===== src/cpu_pkg.sv =====
// Shared types and constants of the 16-bit core, referenced by scoped name from every RTL file
`default_nettype none

package cpu_pkg;

	// Data, address and instruction word
	typedef logic [15:0] word_t;

	// Index into the general register file
	typedef logic [3:0] reg_addr_t;

	// Instruction opcodes, low nibble of the instruction word
	typedef enum logic [3:0] {
		halt     = 4'h0,
		mov      = 4'h1,
		movnz    = 4'h2,
		movez    = 4'h3,
		bus      = 4'h4,
		memr     = 4'h5,
		set      = 4'h6,
		memw     = 4'h7,
		alu_and  = 4'h8,
		alu_or   = 4'h9,
		alu_xor  = 4'hA,
		alu_add  = 4'hB,
		alu_shft = 4'hC,
		alu_mul  = 4'hD,
		alu_gt   = 4'hE,
		alu_eq   = 4'hF
	} opcode_t;

	// Bit positions of the instruction fields
	localparam int op_field_lsb   = 0;
	localparam int from_field_lsb = 4;
	localparam int to_field_lsb   = 8;
	localparam int cond_field_lsb = 12;

	localparam int num_regs = 16;

	// Result of GT and EQ when the comparison holds
	localparam word_t true_word = '1;

	// Low byte of the cond operand is the shift count
	localparam int shift_amount_bits = 8;

	// Data port request, write flag in the top bit
	typedef struct packed {
		logic  write;
		word_t addr;
		word_t wdata;
	} mem_req_t;

	// Instruction sequencer states
	typedef enum logic [2:0] {
		fetch     = 3'd0,
		set_fetch = 3'd1,
		decode    = 3'd2,
		execute   = 3'd3,
		writeback = 3'd4,
		halted    = 3'd5
	} seq_state_t;

endpackage

`default_nettype wire


===== src/cpu_top.sv =====
// Top level of the core; connect the program fetch port and the data port to external memories
`default_nettype none

module cpu_top (
	input  logic           clk,
	input  logic           mem_read_ready_stor_reset,
	output logic           fetch_req,
	output cpu_pkg::word_t fetch_addr,
	input  logic           fetch_ack,
	input  cpu_pkg::word_t fetch_data,
	output logic           mem_req,
	output logic           mem_we,
	output cpu_pkg::word_t mem_addr,
	output cpu_pkg::word_t mem_wdata,
	input  logic           mem_ack,
	input  cpu_pkg::word_t mem_rdata,
	output logic           halted
);

	logic               exec_start;
	logic               exec_done;
	cpu_pkg::opcode_t   op;
	cpu_pkg::reg_addr_t from_sel;
	cpu_pkg::reg_addr_t to_sel;
	cpu_pkg::reg_addr_t cond_sel;
	cpu_pkg::word_t     set_value;
	cpu_pkg::word_t     operand_a;
	cpu_pkg::word_t     operand_b;
	logic               wb_en;
	cpu_pkg::word_t     wb_data;
	logic               reg_write_en;

	// Write back only in the completion cycle
	assign reg_write_en = wb_en && exec_done;

	instr_sequencer u_instr_sequencer (
		.clk                       (clk),
		.mem_read_ready_stor_reset (mem_read_ready_stor_reset),
		.fetch_req                 (fetch_req),
		.fetch_addr                (fetch_addr),
		.fetch_ack                 (fetch_ack),
		.fetch_data                (fetch_data),
		.exec_start                (exec_start),
		.op                        (op),
		.from_sel                  (from_sel),
		.to_sel                    (to_sel),
		.cond_sel                  (cond_sel),
		.set_value                 (set_value),
		.exec_done                 (exec_done),
		.halted                    (halted)
	);

	execute_unit u_execute_unit (
		.clk                       (clk),
		.mem_read_ready_stor_reset (mem_read_ready_stor_reset),
		.exec_start                (exec_start),
		.op                        (op),
		.set_value                 (set_value),
		.operand_a                 (operand_a),
		.operand_b                 (operand_b),
		.mem_req                   (mem_req),
		.mem_we                    (mem_we),
		.mem_addr                  (mem_addr),
		.mem_wdata                 (mem_wdata),
		.mem_ack                   (mem_ack),
		.mem_rdata                 (mem_rdata),
		.exec_done                 (exec_done),
		.wb_en                     (wb_en),
		.wb_data                   (wb_data)
	);

	register_file u_register_file (
		.clk                       (clk),
		.mem_read_ready_stor_reset (mem_read_ready_stor_reset),
		.read_a_sel                (from_sel),
		.read_b_sel                (cond_sel),
		.read_a                    (operand_a),
		.read_b                    (operand_b),
		.write_en                  (reg_write_en),
		.write_sel                 (to_sel),
		.write_data                (wb_data)
	);

	// Execute unit only answers while the sequencer waits for it
	a_done_in_execute: assert property (@(posedge clk) disable iff (mem_read_ready_stor_reset)
		exec_done |-> u_instr_sequencer.state == cpu_pkg::execute);

	// One instruction at a time, so the two ports never overlap
	a_ports_exclusive: assert property (@(posedge clk) disable iff (mem_read_ready_stor_reset)
		!(fetch_req && mem_req));

endmodule

`default_nettype wire


===== src/execute_unit.sv =====
// Execute unit: ALU, conditional move test and data memory transfer for the current instruction
`default_nettype none

module execute_unit (
	input  logic             clk,
	input  logic             mem_read_ready_stor_reset,
	input  logic             exec_start,
	input  cpu_pkg::opcode_t op,
	input  cpu_pkg::word_t   set_value,
	input  cpu_pkg::word_t   operand_a,
	input  cpu_pkg::word_t   operand_b,
	output logic             mem_req,
	output logic             mem_we,
	output cpu_pkg::word_t   mem_addr,
	output cpu_pkg::word_t   mem_wdata,
	input  logic             mem_ack,
	input  cpu_pkg::word_t   mem_rdata,
	output logic             exec_done,
	output logic             wb_en,
	output cpu_pkg::word_t   wb_data
);

	cpu_pkg::word_t    alu_result;
	logic              move_taken;
	logic              is_mem_op;
	logic              reg_op_start;
	logic              mem_start;
	logic              mem_done;
	cpu_pkg::mem_req_t mem_payload;
	cpu_pkg::mem_req_t mem_out;
	cpu_pkg::word_t    mem_response;

	assign is_mem_op    = (op == cpu_pkg::memr) || (op == cpu_pkg::memw);
	assign reg_op_start = exec_start && !is_mem_op;
	assign mem_start    = exec_start && is_mem_op;

	// Address from the from register, store data from the cond register
	always_comb begin
		mem_payload.write = (op == cpu_pkg::memw);
		mem_payload.addr  = operand_a;
		mem_payload.wdata = operand_b;
	end

	assign mem_we    = mem_out.write;
	assign mem_addr  = mem_out.addr;
	assign mem_wdata = mem_out.wdata;

	four_phase_requester #(
		.payload_t  (cpu_pkg::mem_req_t),
		.response_t (cpu_pkg::word_t)
	) u_mem_requester (
		.clk                       (clk),
		.mem_read_ready_stor_reset (mem_read_ready_stor_reset),
		.start                     (mem_start),
		.payload                   (mem_payload),
		.req                       (mem_req),
		.req_payload               (mem_out),
		.ack                       (mem_ack),
		.ack_response              (mem_rdata),
		.done                      (mem_done),
		.response                  (mem_response)
	);

	// Condition register tested against zero
	always_comb begin
		case (op)
			cpu_pkg::movnz: move_taken = |operand_b;
			cpu_pkg::movez: move_taken = ~|operand_b;
			default:        move_taken = 1'b1;
		endcase
	end

	always_comb begin
		case (op)
			cpu_pkg::set:     alu_result = set_value;
			cpu_pkg::alu_and: alu_result = operand_a & operand_b;
			cpu_pkg::alu_or:  alu_result = operand_a | operand_b;
			cpu_pkg::alu_xor: alu_result = operand_a ^ operand_b;
			cpu_pkg::alu_add: alu_result = operand_a + operand_b;
			cpu_pkg::alu_mul: alu_result = operand_a * operand_b;
			cpu_pkg::alu_gt:  alu_result = (operand_a > operand_b) ? cpu_pkg::true_word : '0;
			cpu_pkg::alu_eq:  alu_result = (operand_a == operand_b) ? cpu_pkg::true_word : '0;
			cpu_pkg::alu_shft: begin
				// Nonzero high byte means shift left
				if (|operand_b[15:cpu_pkg::shift_amount_bits]) begin
					alu_result = operand_a << operand_b[cpu_pkg::shift_amount_bits-1:0];
				end else begin
					alu_result = operand_a >> operand_b[cpu_pkg::shift_amount_bits-1:0];
				end
			end
			// Moves pass the from register
			default: alu_result = operand_a;
		endcase
	end

	always_ff @(posedge clk) begin
		if (mem_read_ready_stor_reset) begin
			exec_done <= 1'b0;
			wb_en <= 1'b0;
		end else begin
			exec_done <= reg_op_start || mem_done;
			if (reg_op_start) begin
				wb_en <= move_taken;
			end else if (mem_done) begin
				wb_en <= (op == cpu_pkg::memr);
			end
		end
	end

	always_ff @(posedge clk) begin
		if (reg_op_start) begin
			wb_data <= alu_result;
		end else if (mem_done) begin
			wb_data <= mem_response;
		end
	end

endmodule

`default_nettype wire


===== src/four_phase_requester.sv =====
// Generic four-phase req/ack master, instantiated once per external port with its own payload type
`default_nettype none

module four_phase_requester #(
	parameter type payload_t  = logic,
	parameter type response_t = logic
) (
	input  logic      clk,
	input  logic      mem_read_ready_stor_reset,
	input  logic      start,
	input  payload_t  payload,
	output logic      req,
	output payload_t  req_payload,
	input  logic      ack,
	input  response_t ack_response,
	output logic      done,
	output response_t response
);

	// High from start until the responder has dropped ack
	logic busy;

	always_ff @(posedge clk) begin
		if (mem_read_ready_stor_reset) begin
			busy <= 1'b0;
			req <= 1'b0;
			done <= 1'b0;
		end else begin
			done <= 1'b0;
			if (!busy) begin
				if (start) begin
					busy <= 1'b1;
					req <= 1'b1;
				end
			end else if (req) begin
				// Responder answered, release the request
				if (ack) begin
					req <= 1'b0;
				end
			end else if (!ack) begin
				// Ack gone low, transfer complete
				busy <= 1'b0;
				done <= 1'b1;
			end
		end
	end

	// Payload held for the whole transfer, response taken as ack rises
	always_ff @(posedge clk) begin
		if (start && !busy) begin
			req_payload <= payload;
		end
		if (req && ack) begin
			response <= ack_response;
		end
	end

	a_payload_stable: assert property (@(posedge clk) disable iff (mem_read_ready_stor_reset)
		req && $past(req) |-> $stable(req_payload));

	a_req_after_ack_low: assert property (@(posedge clk) disable iff (mem_read_ready_stor_reset)
		$rose(req) |-> !ack);

	a_start_when_idle: assert property (@(posedge clk) disable iff (mem_read_ready_stor_reset)
		start |-> !busy);

endmodule

`default_nettype wire


===== src/instr_sequencer.sv =====
// Instruction sequencer: program counter, fetch over the program port and decode of one instruction
`default_nettype none

module instr_sequencer (
	input  logic                clk,
	input  logic                mem_read_ready_stor_reset,
	output logic                fetch_req,
	output cpu_pkg::word_t      fetch_addr,
	input  logic                fetch_ack,
	input  cpu_pkg::word_t      fetch_data,
	output logic                exec_start,
	output cpu_pkg::opcode_t    op,
	output cpu_pkg::reg_addr_t  from_sel,
	output cpu_pkg::reg_addr_t  to_sel,
	output cpu_pkg::reg_addr_t  cond_sel,
	output cpu_pkg::word_t      set_value,
	input  logic                exec_done,
	output logic                halted
);

	cpu_pkg::seq_state_t state;
	cpu_pkg::word_t      pc;
	cpu_pkg::word_t      ir;

	// Set while a fetch transfer is outstanding
	logic           fetch_issued;
	logic           fetch_start;
	logic           fetch_done;
	cpu_pkg::word_t fetch_payload;
	cpu_pkg::word_t fetch_word;
	logic           stop_op;

	// Field split of the held instruction
	assign op       = cpu_pkg::opcode_t'(ir[cpu_pkg::op_field_lsb +: 4]);
	assign from_sel = ir[cpu_pkg::from_field_lsb +: 4];
	assign to_sel   = ir[cpu_pkg::to_field_lsb +: 4];
	assign cond_sel = ir[cpu_pkg::cond_field_lsb +: 4];

	// BUS is treated like HALT
	assign stop_op = (op == cpu_pkg::halt) || (op == cpu_pkg::bus);

	assign fetch_start = !fetch_issued &&
		((state == cpu_pkg::fetch) || (state == cpu_pkg::set_fetch));

	// SET operand word sits right after the instruction
	assign fetch_payload = (state == cpu_pkg::set_fetch) ? pc + 16'd1 : pc;

	assign exec_start = (state == cpu_pkg::decode) && !stop_op;
	assign halted     = (state == cpu_pkg::halted);

	four_phase_requester #(
		.payload_t  (cpu_pkg::word_t),
		.response_t (cpu_pkg::word_t)
	) u_fetch_requester (
		.clk                       (clk),
		.mem_read_ready_stor_reset (mem_read_ready_stor_reset),
		.start                     (fetch_start),
		.payload                   (fetch_payload),
		.req                       (fetch_req),
		.req_payload               (fetch_addr),
		.ack                       (fetch_ack),
		.ack_response              (fetch_data),
		.done                      (fetch_done),
		.response                  (fetch_word)
	);

	always_ff @(posedge clk) begin
		if (mem_read_ready_stor_reset) begin
			state <= cpu_pkg::fetch;
			pc <= '0;
			fetch_issued <= 1'b0;
		end else begin
			if (fetch_start) begin
				fetch_issued <= 1'b1;
			end else if (fetch_done) begin
				fetch_issued <= 1'b0;
			end

			case (state)
				cpu_pkg::fetch: begin
					if (fetch_done) begin
						if (fetch_word[cpu_pkg::op_field_lsb +: 4] == cpu_pkg::set) begin
							state <= cpu_pkg::set_fetch;
						end else begin
							state <= cpu_pkg::decode;
						end
					end
				end
				cpu_pkg::set_fetch: begin
					if (fetch_done) begin
						state <= cpu_pkg::decode;
					end
				end
				cpu_pkg::decode: begin
					state <= stop_op ? cpu_pkg::halted : cpu_pkg::execute;
				end
				cpu_pkg::execute: begin
					if (exec_done) begin
						state <= cpu_pkg::writeback;
					end
				end
				cpu_pkg::writeback: begin
					// Skip the operand word after SET
					pc <= (op == cpu_pkg::set) ? pc + 16'd2 : pc + 16'd1;
					state <= cpu_pkg::fetch;
				end
				cpu_pkg::halted: begin
					state <= cpu_pkg::halted;
				end
				default: state <= cpu_pkg::fetch;
			endcase
		end
	end

	// Instruction and SET operand registers
	always_ff @(posedge clk) begin
		if (fetch_done && state == cpu_pkg::fetch) begin
			ir <= fetch_word;
		end
		if (fetch_done && state == cpu_pkg::set_fetch) begin
			set_value <= fetch_word;
		end
	end

	// Execute unit idle when a new instruction starts
	a_start_exec_idle: assert property (@(posedge clk) disable iff (mem_read_ready_stor_reset)
		exec_start |-> !exec_done);

endmodule

`default_nettype wire


===== src/register_file.sv =====
// General register file with two combinational read ports and one write port for results
`default_nettype none

module register_file (
	input  logic               clk,
	input  logic               mem_read_ready_stor_reset,
	input  cpu_pkg::reg_addr_t read_a_sel,
	input  cpu_pkg::reg_addr_t read_b_sel,
	output cpu_pkg::word_t     read_a,
	output cpu_pkg::word_t     read_b,
	input  logic               write_en,
	input  cpu_pkg::reg_addr_t write_sel,
	input  cpu_pkg::word_t     write_data
);

	cpu_pkg::word_t regs [cpu_pkg::num_regs];

	// from operand and cond operand
	assign read_a = regs[read_a_sel];
	assign read_b = regs[read_b_sel];

	always_ff @(posedge clk) begin
		if (mem_read_ready_stor_reset) begin
			for (int i = 0; i < cpu_pkg::num_regs; i++) begin
				regs[i] <= '0;
			end
		end else if (write_en) begin
			regs[write_sel] <= write_data;
		end
	end

endmodule

`default_nettype wire


===== config.mk =====
export PLATFORM = sky130hd
export DESIGN_NAME = cpu_top
export DESIGN_NICKNAME = d
export VERILOG_FILES = /design/src/cpu_pkg.sv /design/src/cpu_top.sv /design/src/execute_unit.sv /design/src/four_phase_requester.sv /design/src/instr_sequencer.sv /design/src/register_file.sv
export SDC_FILE = /design/constraint.sdc
export NUM_CORES = 1
export LEC_CHECK = 0
export BUFFER_PORTS_ARGS = -buffer_cell sky130_fd_sc_hd__buf_2
export CAP_MARGIN = 5
export CELL_PAD_IN_SITES_DETAIL_PLACEMENT = 0
export CELL_PAD_IN_SITES_GLOBAL_PLACEMENT = 1
export CORE_AREA = 2 2 242 244
export DETAILED_ROUTE_END_ITERATION = 6
export DIE_AREA = 0 0 244 246
export PLACE_DENSITY = 0.8
export SETUP_SLACK_MARGIN = 0.4
export SYNTH_ARGS = -nofsm -noshare
export SYNTH_HDL_FRONTEND = slang
export SYNTH_SLANG_ARGS = --single-unit

===== constraint.sdc =====
create_clock -name clk -period 6.7 [get_ports clk]
set_clock_uncertainty 0.05 [all_clocks]
set_input_delay 1.005 -clock clk [delete_from_list [all_inputs] [get_ports clk]]
set_output_delay 1.005 -clock clk [all_outputs]
set_load 0.02 [all_outputs]

## After elaboration in Yosys (flattened, before gate mapping)

Memory sizes are Yosys's and may differ from the RTL's. A register that Yosys moved wholly into a read port is not among the register bits.
Index checks and enable logic that the tools add are counted.

| storage, ports and cells | value |
|---|---|
| memories kept | 1 |
| bits in writable memories | 256 |
| input bits | 36 |
| word-level logic and storage cells | 135 |
| bits in registers | 157 |

Memories:

| memory | words | width | rd ports | clocked after memory_dff | wr ports | line | text |
|---|---|---|---|---|---|---|---|
| u_register_file.regs | 16 | 16 | 2 | 2 | 16 | register_file.sv:16 | `cpu_pkg::word_t regs [cpu_pkg::num_regs];` |

| cells by class | value |
|---|---|
| $add $sub $neg | 3 |
| magnitude comparators | 1 |
| $mul | 1 |
| mux-type cells | 45 |
| shift operators | 2 |
| eq/ne operators | 24 |
| reductions and logical operators | 33 |
| bitwise gates (word level) | 5 |

Operator list:

| operator | number |
|---|---|
| 16-bit one-hot mux with 9 select lines | 1 |
| 16-bit 2-to-1 mux | 8 |
| 4-bit equality test, second input constant | 8 |
| 16-bit OR reduction | 2 |
| 1-bit 2-to-1 mux | 26 |
| 4-bit by 3-bit equality test with 1-bit output, second input constant | 5 |
| 16-bit by 1-bit adder with 16-bit output, second input constant | 1 |
| 16-bit adder | 1 |
| 16-bit by 2-bit adder with 16-bit output, second input constant | 1 |
| 16-bit AND | 1 |
| 16-bit equality test | 1 |
| 16-bit greater-than comparator | 1 |
| 16-bit by 16-bit multiplier with 16-bit output | 1 |
| 16-bit bitwise OR | 1 |
| 16-bit by 8-bit << shifter with 16-bit output | 1 |
| 16-bit by 8-bit right shift with 16-bit output | 1 |
| 16-bit XOR | 1 |
| 3-bit one-hot mux with 5 select lines | 1 |
| 3-bit 2-to-1 mux | 4 |
| 4-bit 2-to-1 mux | 3 |
| 1-bit logical AND | 11 |
| 4-bit by 2-bit equality test with 1-bit output, second input constant | 2 |
| 2-bit nonzero test | 4 |
| 8-bit OR reduction | 1 |
| 14 further kinds | 27 |

## Longest topological paths before layout

Gate-level depths: netlist (run 1).

| logic depth | value |
|---|---|
| depth in word-level cells | 7 |
| mapped depth | 33 |
| depth with buffers taken out | 28 |

## Cells and area by module

Synthesis (run 1) repeated with hierarchy kept, for this count alone.

| second synthesis, totals | value |
|---|---|
| cells, all modules | 2207 |
| area, all modules | 26412.8 µm² |

Modules (own cells, without submodules):

| module | area each (µm²) | cells an instance | instances | sequential area each (µm²) |
|---|---|---|---|---|
| register_file | 13394.1 | 859 | 1 | 7687.4 |
| execute_unit | 8040.2 | 1050 | 1 | 520.5 |
| instr_sequencer | 2309.7 | 194 | 1 | 1361.3 |
| four_phase_requester at u_execute_unit.u_mem_requester | 1586.5 | 60 | 1 | 1531.5 |
| four_phase_requester at u_instr_sequencer.u_fetch_requester | 1076.0 | 43 | 1 | 1021.0 |
| cpu_top | 6.3 | 1 | 1 | 0.0 |

## Least setup slack after synthesis (run 1)

OpenSTA, ideal clock, no wires.

| timing path | value |
|---|---|
| path type | register to register |
| start point | register with a tool-made name |
| end point | register u_execute_unit.wb_data[15], data pin |
| setup slack | -425 ps |
| path buffers | 6 |
| data arrival time | 6923 ps |
| cell stages (with the launch flop) | 30 |
| path through | dfxtp_1 -> buf_6 -> buf_6 -> buf_6 -> mux4_2 -> mux2i_1 -> mux2_2 -> buf_2 -> clkbuf_1 -> clkbuf_1 -> nor2_1 -> fa_1 -> inv_1 -> fa_1 -> inv_1 -> fa_1 -> fa_1 -> inv_1 -> fa_1 -> fa_1 -> xor2_1 -> xnor2_1 -> xnor2_1 -> xnor2_1 -> xnor2_1 -> xnor2_1 -> xnor2_1 -> xnor2_1 -> nand2_1 -> a31oi_1 |

RTL lines:

| what | line | text |
|---|---|---|
| end signal: assignment | execute_unit.sv:112 | `wb_data <= alu_result;` |
| end signal: assignment | execute_unit.sv:114 | `wb_data <= mem_response;` |
| end: declaration | execute_unit.sv:20 | `output cpu_pkg::word_t wb_data` |

==> metrics.csv, run 1 <==
stage,metric,value,unit
status,status,"complete, but fails checks",
status,violations,negative setup slack,
sta,fin_crit,6.79,ns
synth,muxShareOfSynthArea,13.5,%
synth,synthXorXnorAreaFrac,2.70,%
clocking,clkSinkCount,421,
clocking,path_clk_slew,0.06,ns
synth,synth_area_leaders,"edfxtp_1 43%, mux4_2 12%, and2_1 6.3%, fa_1 6.1%, ha_1 4.6%",
clocking,numCtsBuffers,48,
critical_path,crit_type,reg -> reg,
sta,hold_viol_final,0,
synth,synth_compound_area_share,7.36,%
floorplanning,die_w,244,um
global_route,grt_max_degree,47,
clocking,cts_tree,built,
routing,drt_iter0_markers,2575,
routing,drc,0,
synth,synth_area,0.0267,sq mm
synth,yosys_warnings,0,
synth,syn_nets,2412,
synth,async_flop_share,0,%
routing,ant_nets,0,
critical_path,cp_slowest_cell,mux4_2,
worst_hold_path,min_path_type,reg -> reg,
synth,synth.avg_cell_area,12.1,sq um
critical_path,cp.arrival,7.17,ns
routing,dr.pass1.iters,5,
clocking,cts_htree_levels,2,
critical_path,end_kind,flip-flop,
floorplanning,rows,88,
critical_path,critPathMaxStageDelay,0.56,ns
pwr,power_per_cell_area,286,mW/mm^2
sta,setup_viol,5,
synth,synth_top_area_share,43.4,%
synth,yosys_most_used_dff,edfxtp_1,
floorplanning,core,0.0574,sq mm
floorplanning,pin_count,88,
floorplanning,design.die.area,0.0600,sq mm
synth,synth_commonest_cells,"385 x edfxtp_1, 268 x and2_1, 179 x nor2_1, 157 x nand2_1, 149 x inv_1",
final_layout,largest-register,u_register_file.regs,
final_layout,fin_util,56.0,%
final_layout,largest_reg_flops,256,
global_route,grt.overflow.total,0,
clocking,cts_buffer_depth,3,
sta,whs,0.411,ns
sta,slew_headroom,30.5,%
place,dp_hpwl,64500,um
synth,ys_ff_latch,421,
floorplanning,die_h,246,um
sta,finalMaxSlewViolations,0,
sta,max_freq,147,MHz
clocking,clk-insertion-delay-late,0.65,ns
final_layout,synthToLayoutAreaGrowth,20.5,%
final_layout,top_regs,"u_register_file.regs x256, u_execute_unit.u_mem_requester.req_payload x33",
clocking,hold_buffers,0,
critical_path,cpLargestDelayFamily,adder cells,
sta,fin_crit_sh,101,%
critical_path,worst-path-buf-inv,10,
worst_hold_path,hold_start,u_instr_sequencer.u_fetch_requester.response[9]$_DFFE_PP_,
final_layout,fin_nets,2666,
final_layout,nFillCells,4702,
routing,wirelength,92300,um
synth,yosysMostFrequentCell,edfxtp_1,
place,gp_congestion,0.971,
synth,synth_top_family_by_area,simple AND/OR/NAND/NOR gates,
floorplanning,start_util,46.5,%
global_route,first_global_vias,19681,
pwr,peakVddDrop,0.000385,V
synth,synth_area_leader_cell,edfxtp_1,
pwr,p_leak,12.5,nW
place,portBuffers,87,
sta,grt_setup_unrepaired,true,
synth,synthDistinctLibCells,87,
synth,synth-seq-area-share,46.1,%
critical_path,start_kind,flip-flop,
critical_path,critPathMaxFanout,7,
routing,dr_total_vias,19856,
synth,synth_edf_count,385,
global_route,grt.total_usage,30.9,%
routing,vias_per_cell,6.10,
clocking,root_buffer,clkbuf_16,
sta,fin_ws,-0.0918,ns
final_layout,drive_above_1_share,31.2,%
run,maxCapViolations,0,
global_route,grt_pass1_wl,135000,um
sta,worst_pin_slew,1.03,ns
synth,synthAdderAreaFrac,10.7,%
routing,wl_per_cell,28.4,um
synth,synth-simple-area-share,14.5,%
critical_path,worstPathRequired,7.08,ns
synth,postSynthCellCount,2196,
global_route,antenna_found_initial,5,
[layout by cell type (no fill, tap or decap), drive strengths merged, types with 26 or more instances in the layout]
master  netlist  routed
inv         161     164
nand2       162     162
and2        271     271
mux4        141     141
ha           99      99
a21oi        61      61
xor2         29      29
edfxtp      385     385
buf          62     337
nor2        181     181
o21ai        68      68
xnor2        49      49
a22oi        26      26
clkbuf       71      57
dfxtp        36      36
fa           81      81
[kinds of logic (layout without fill, tap and decap cells)]
logic type / Yosys count / in the layout
compound gates: 287 / 287
xor+xnor: 79 / 79
fa+ha+maj: 180 / 180
buf+inv: 298 / 589
flops: 421 / 421
mux: 177 / 177
other cells: 0 / 3
simple gates: 754 / 754
[layout make-up]
| class | count | area, sq um | area share (%) |
|---|---|---|---|
| well taps | 765 | 957 | 2.98 |
| multi-input cells | 1477 | 13700 | 42.7 |
| clock inverters | 30 | 384 | 1.20 |
| inverters | 165 | 651 | 2.03 |
| diodes | 3 | 7.51 | 0.0234 |
| clock buffers | 57 | 1280 | 4.00 |
| flip-flops and latches | 421 | 12300 | 38.3 |
| repair buffers | 337 | 2820 | 8.77 |
[routing by layer]
metal  routed length (um)  part of all wire (%)  global-route usage (%)
met1                36700                    40                    42.9
met2                41800                    45                    48.1
met3                 9210                    10                    5.40
met4                 4490                   4.9                    13.4
met5                   27                 0.029                       0
[stage by stage]
step / setup TNS [ns] / instance area (sq um) / setup slack, ns / instances / power [mW]
global placement: -1.32 / 29100 / -0.342 / 3103 / 5.63
global route: -1.21 / 32100 / -0.297 / 3252 / 9.52
CTS: -0.101 / 31800 / -0.0663 / 3240 / 8.91
floorplan: 0 / 27000 / 0.253 / 2196 / 4.69
finish: -0.311 / 32100 / -0.0918 / 3255 / 9.17
detailed placement: -1.65 / 29100 / -0.359 / 3103 / 5.67
[worst paths after layout]
| check | slack [ns] | to | cells past startpoint |
|---|---|---|---|
| worst max-delay path | -0.09 | u_execute_unit.wb_data[15]$_DFFE_PP_ | 26 |
| worst min register to register | 0.41 | u_instr_sequencer.set_value[9]$_DFFE_PP_ | 0 |
| worst max register to register | -0.09 | u_execute_unit.wb_data[15]$_DFFE_PP_ | 26 |
| worst min-delay path | 0.41 | u_instr_sequencer.set_value[9]$_DFFE_PP_ | 0 |
[timing repair]
action / CTS / global route
setup buffers: 47 / 11
pin swaps: 57 / 53
endpoints found under the hold margin: 0 / 0
gates cloned: 3 / 0
gates resized for setup: 123 / 54
endpoints found under the setup margin: 9 / 11
[power breakdown]
| part | leakage, nW | switching (mW) | internal [mW] | total, mW |
|---|---|---|---|---|
| clock network | 0.812 | 1.17 | 1.65 | 2.82 |
| logic | 7.56 | 1.85 | 1.51 | 3.35 |
| registers | 4.12 | 0.0586 | 2.95 | 3.00 |
| total | 12.5 | 3.07 | 6.10 | 9.17 |
Power figures use the tool's default switching activity.
==> run 2, diff against run 1 <==
Settings changed: CORE_AREA 2 2 242 244 to 2 2 239 241, CTS_BUF_LIST set to sky130_fd_sc_hd__clkbuf_4 sky130_fd_sc_hd__clkbuf_8, DIE_AREA 0 0 244 246 to 0 0 241 243, PLACE_DENSITY 0.8 to 0.88, RECOVER_POWER set to 50.
==> run 2 against run 1 <==
Effect of this change: the flow finishes with violations (max-capacitance violations, max-slew violations, negative setup slack); final area down 2.1%; largest power group is now sequential cells; power decreased by 9.5%; critical endpoint unchanged; critical path depth unchanged; largest cell class unchanged; first-iteration DRC count increased by 0.47%.
==> metrics.csv, run 2 (synthesized netlist as in run 1, its figures left out) <==
stage,metric,value,unit
routing,dr_total_vias,20165,
place,dp_hpwl,62700,um
place,postPlaceCellArea,0.0290,sq mm
floorplanning,core,0.0560,sq mm
floorplanning,pin_count,88,
sta,finalMaxSlewViolations,47,
floorplanning,die_w,241,um
clocking,root_buffer,clkbuf_8,
place,placed_cells,3085,
pwr,peakVddDrop,0.000195,V
floorplanning,start_util,47.6,%
final_layout,largest_reg_flops,256,
final_layout,fin_area,0.0314,sq mm
sta,max_freq,146,MHz
clocking,path_clk_slew,0.07,ns
sta,finalSetupTns,-0.305,ns
sta,fin_ws,-0.161,ns
global_route,first_global_vias,20087,
sta,fin_crit_sh,102,%
final_layout,largest-register,u_register_file.regs,
final_layout,fin_cells,3261,
place,place_ws,-0.234,ns
critical_path,crit_type,reg -> reg,
routing,dr.pass1.iters,6,
routing,vias_per_cell,6.18,
run,maxCapViolations,1,
critical_path,worstPathRequired,7.17,ns
sta,slew_headroom,-35.1,%
final_layout,fin_util,56.2,%
clocking,clk-insertion-delay-late,0.69,ns
global_route,grt.overflow.total,0,
sta,fin_crit,6.86,ns
critical_path,end_kind,flip-flop,
final_layout,top_regs,"u_register_file.regs x256, u_execute_unit.u_mem_requester.req_payload x33",
clocking,cts_tree,built,
critical_path,critPathMaxStageDelay,0.57,ns
final_layout,fin_nets,2666,
floorplanning,die_h,243,um
floorplanning,rows,87,
final_layout,final_cell_mix,"385 x edfxtp_1, 262 x and2_1, 181 x buf_4, 157 x nor2_1, 152 x nand2_1",
routing,ant_nets,0,
routing,drc,0,
clocking,cts_htree_levels,3,
global_route,grt.total_usage,31.2,%
sta,worst_pin_slew,2.03,ns
sta,setup_viol,5,
clocking,hold_buffers,0,
global_route,antenna_found_initial,2,
final_layout,drive_above_1_share,30.5,%
pwr,power_per_cell_area,264,mW/mm^2
critical_path,cp.arrival,7.33,ns
routing,drt_iter0_markers,2587,
global_route,grt_pass1_wl,132000,um
final_layout,synthToLayoutAreaGrowth,18.0,%
critical_path,worst_path_most_repeated_cell,xnor2_1,
routing,wl_per_cell,28.0,um
clocking,cts_buffer_depth,3,
place,portBuffers,87,
critical_path,start_kind,flip-flop,
global_route,grt_max_degree,47,
worst_hold_path,min_path_type,reg -> reg,
status,status,"complete, but fails checks",
sta,grt_setup_unrepaired,true,
place,gp_congestion,0.994,
sta,hold_viol_final,0,
routing,wirelength,91200,um
final_layout,layout_commonest_cell,edfxtp_1,
floorplanning,design.die.area,0.0586,sq mm
status,violations,"max-capacitance violations, max-slew violations, negative setup slack",
critical_path,cp_slowest_cell,mux4_2,
clocking,clkSinkCount,421,
critical_path,critPathMaxFanout,7,
pwr,p_leak,12.2,nW
clocking,numCtsBuffers,73,
==> run 2: cell types whose count changed in the layout (fill, tap and decap cells not counted), sizes merged <==
cell and change:
clkinvlp +1, buf -38, clkbuf +51, clkinv +7
bufbuf +1, bufinv -6, inv -1
==> run 2: cell type report <==
| class | count | area (sq um) |
|---|---|---|
| antenna | 3 | 7.51 |
| clock buffer | 96 | 1210 |
| clock inverter | 31 | 209 |
| fill | 4580 | 24500 |
| inverter | 165 | 654 |
| multi-input combinational | 1477 | 13600 |
| sequential | 421 | 12300 |
| tap | 756 | 946 |
| timing repair buffer | 312 | 2550 |
==> run 2: through the flow <==
step	total power, mW	hold WS [ns]
finish	8.30	0.413
global route	8.65	0.429
detailed placement	5.59	0.409
floorplan	4.69	0.371
CTS	7.98	0.421
global placement	5.54	0.404
==> run 2: layer usage <==
layer	GRT usage, %	vias up	wire, um
met3	6.61	321	10600
met1	42.1	9957	33400
met5	0	-	0
met2	48.2	1478	42100
li1	-	8409	-
met4	14.8	0	5030
==> run 2: report_power, final <==
| part | total, mW | switching [mW] | leakage (nW) | internal, mW |
|---|---|---|---|---|
| clock network | 2.33 | 1.11 | 0.749 | 1.23 |
| registers | 3.01 | 0.0627 | 4.12 | 2.95 |
| logic | 2.96 | 1.65 | 7.37 | 1.31 |
==> run 2: worst paths after layout <==
kind | from | endpoint | slack, ns | cells after the start
worst max-delay path | flip-flop | u_execute_unit.wb_data[15]$_DFFE_PP_ | -0.16 | 26
worst min-delay path | u_instr_sequencer.ir[15]$_DFFE_PP_ | flip-flop | 0.41 | 1
worst max register to register | flip-flop | u_execute_unit.wb_data[15]$_DFFE_PP_ | -0.16 | 26
worst min register to register | u_instr_sequencer.ir[15]$_DFFE_PP_ | flip-flop | 0.41 | 1
==> run 2: worst max-delay path: cells and delay by family (launching register included) <==
kind / cells / cell delay (ns)
AO/OA/AOI/OAI: 1 / 0.20
adder cells (fa/ha/maj): 6 / 2.82
flip-flops: 1 / 0.40
XOR/XNOR: 8 / 1.41
AND/OR/NAND/NOR: 2 / 0.14
multiplexers: 2 / 1.06
buffers and inverters: 7 / 0.63
==> run 2: what timing repair did <==
action	CTS	global route
cloned	2	2
buffers inserted	14	28
resized for setup	27	108
pin swaps	6	55
setup endpoints to repair	10	10
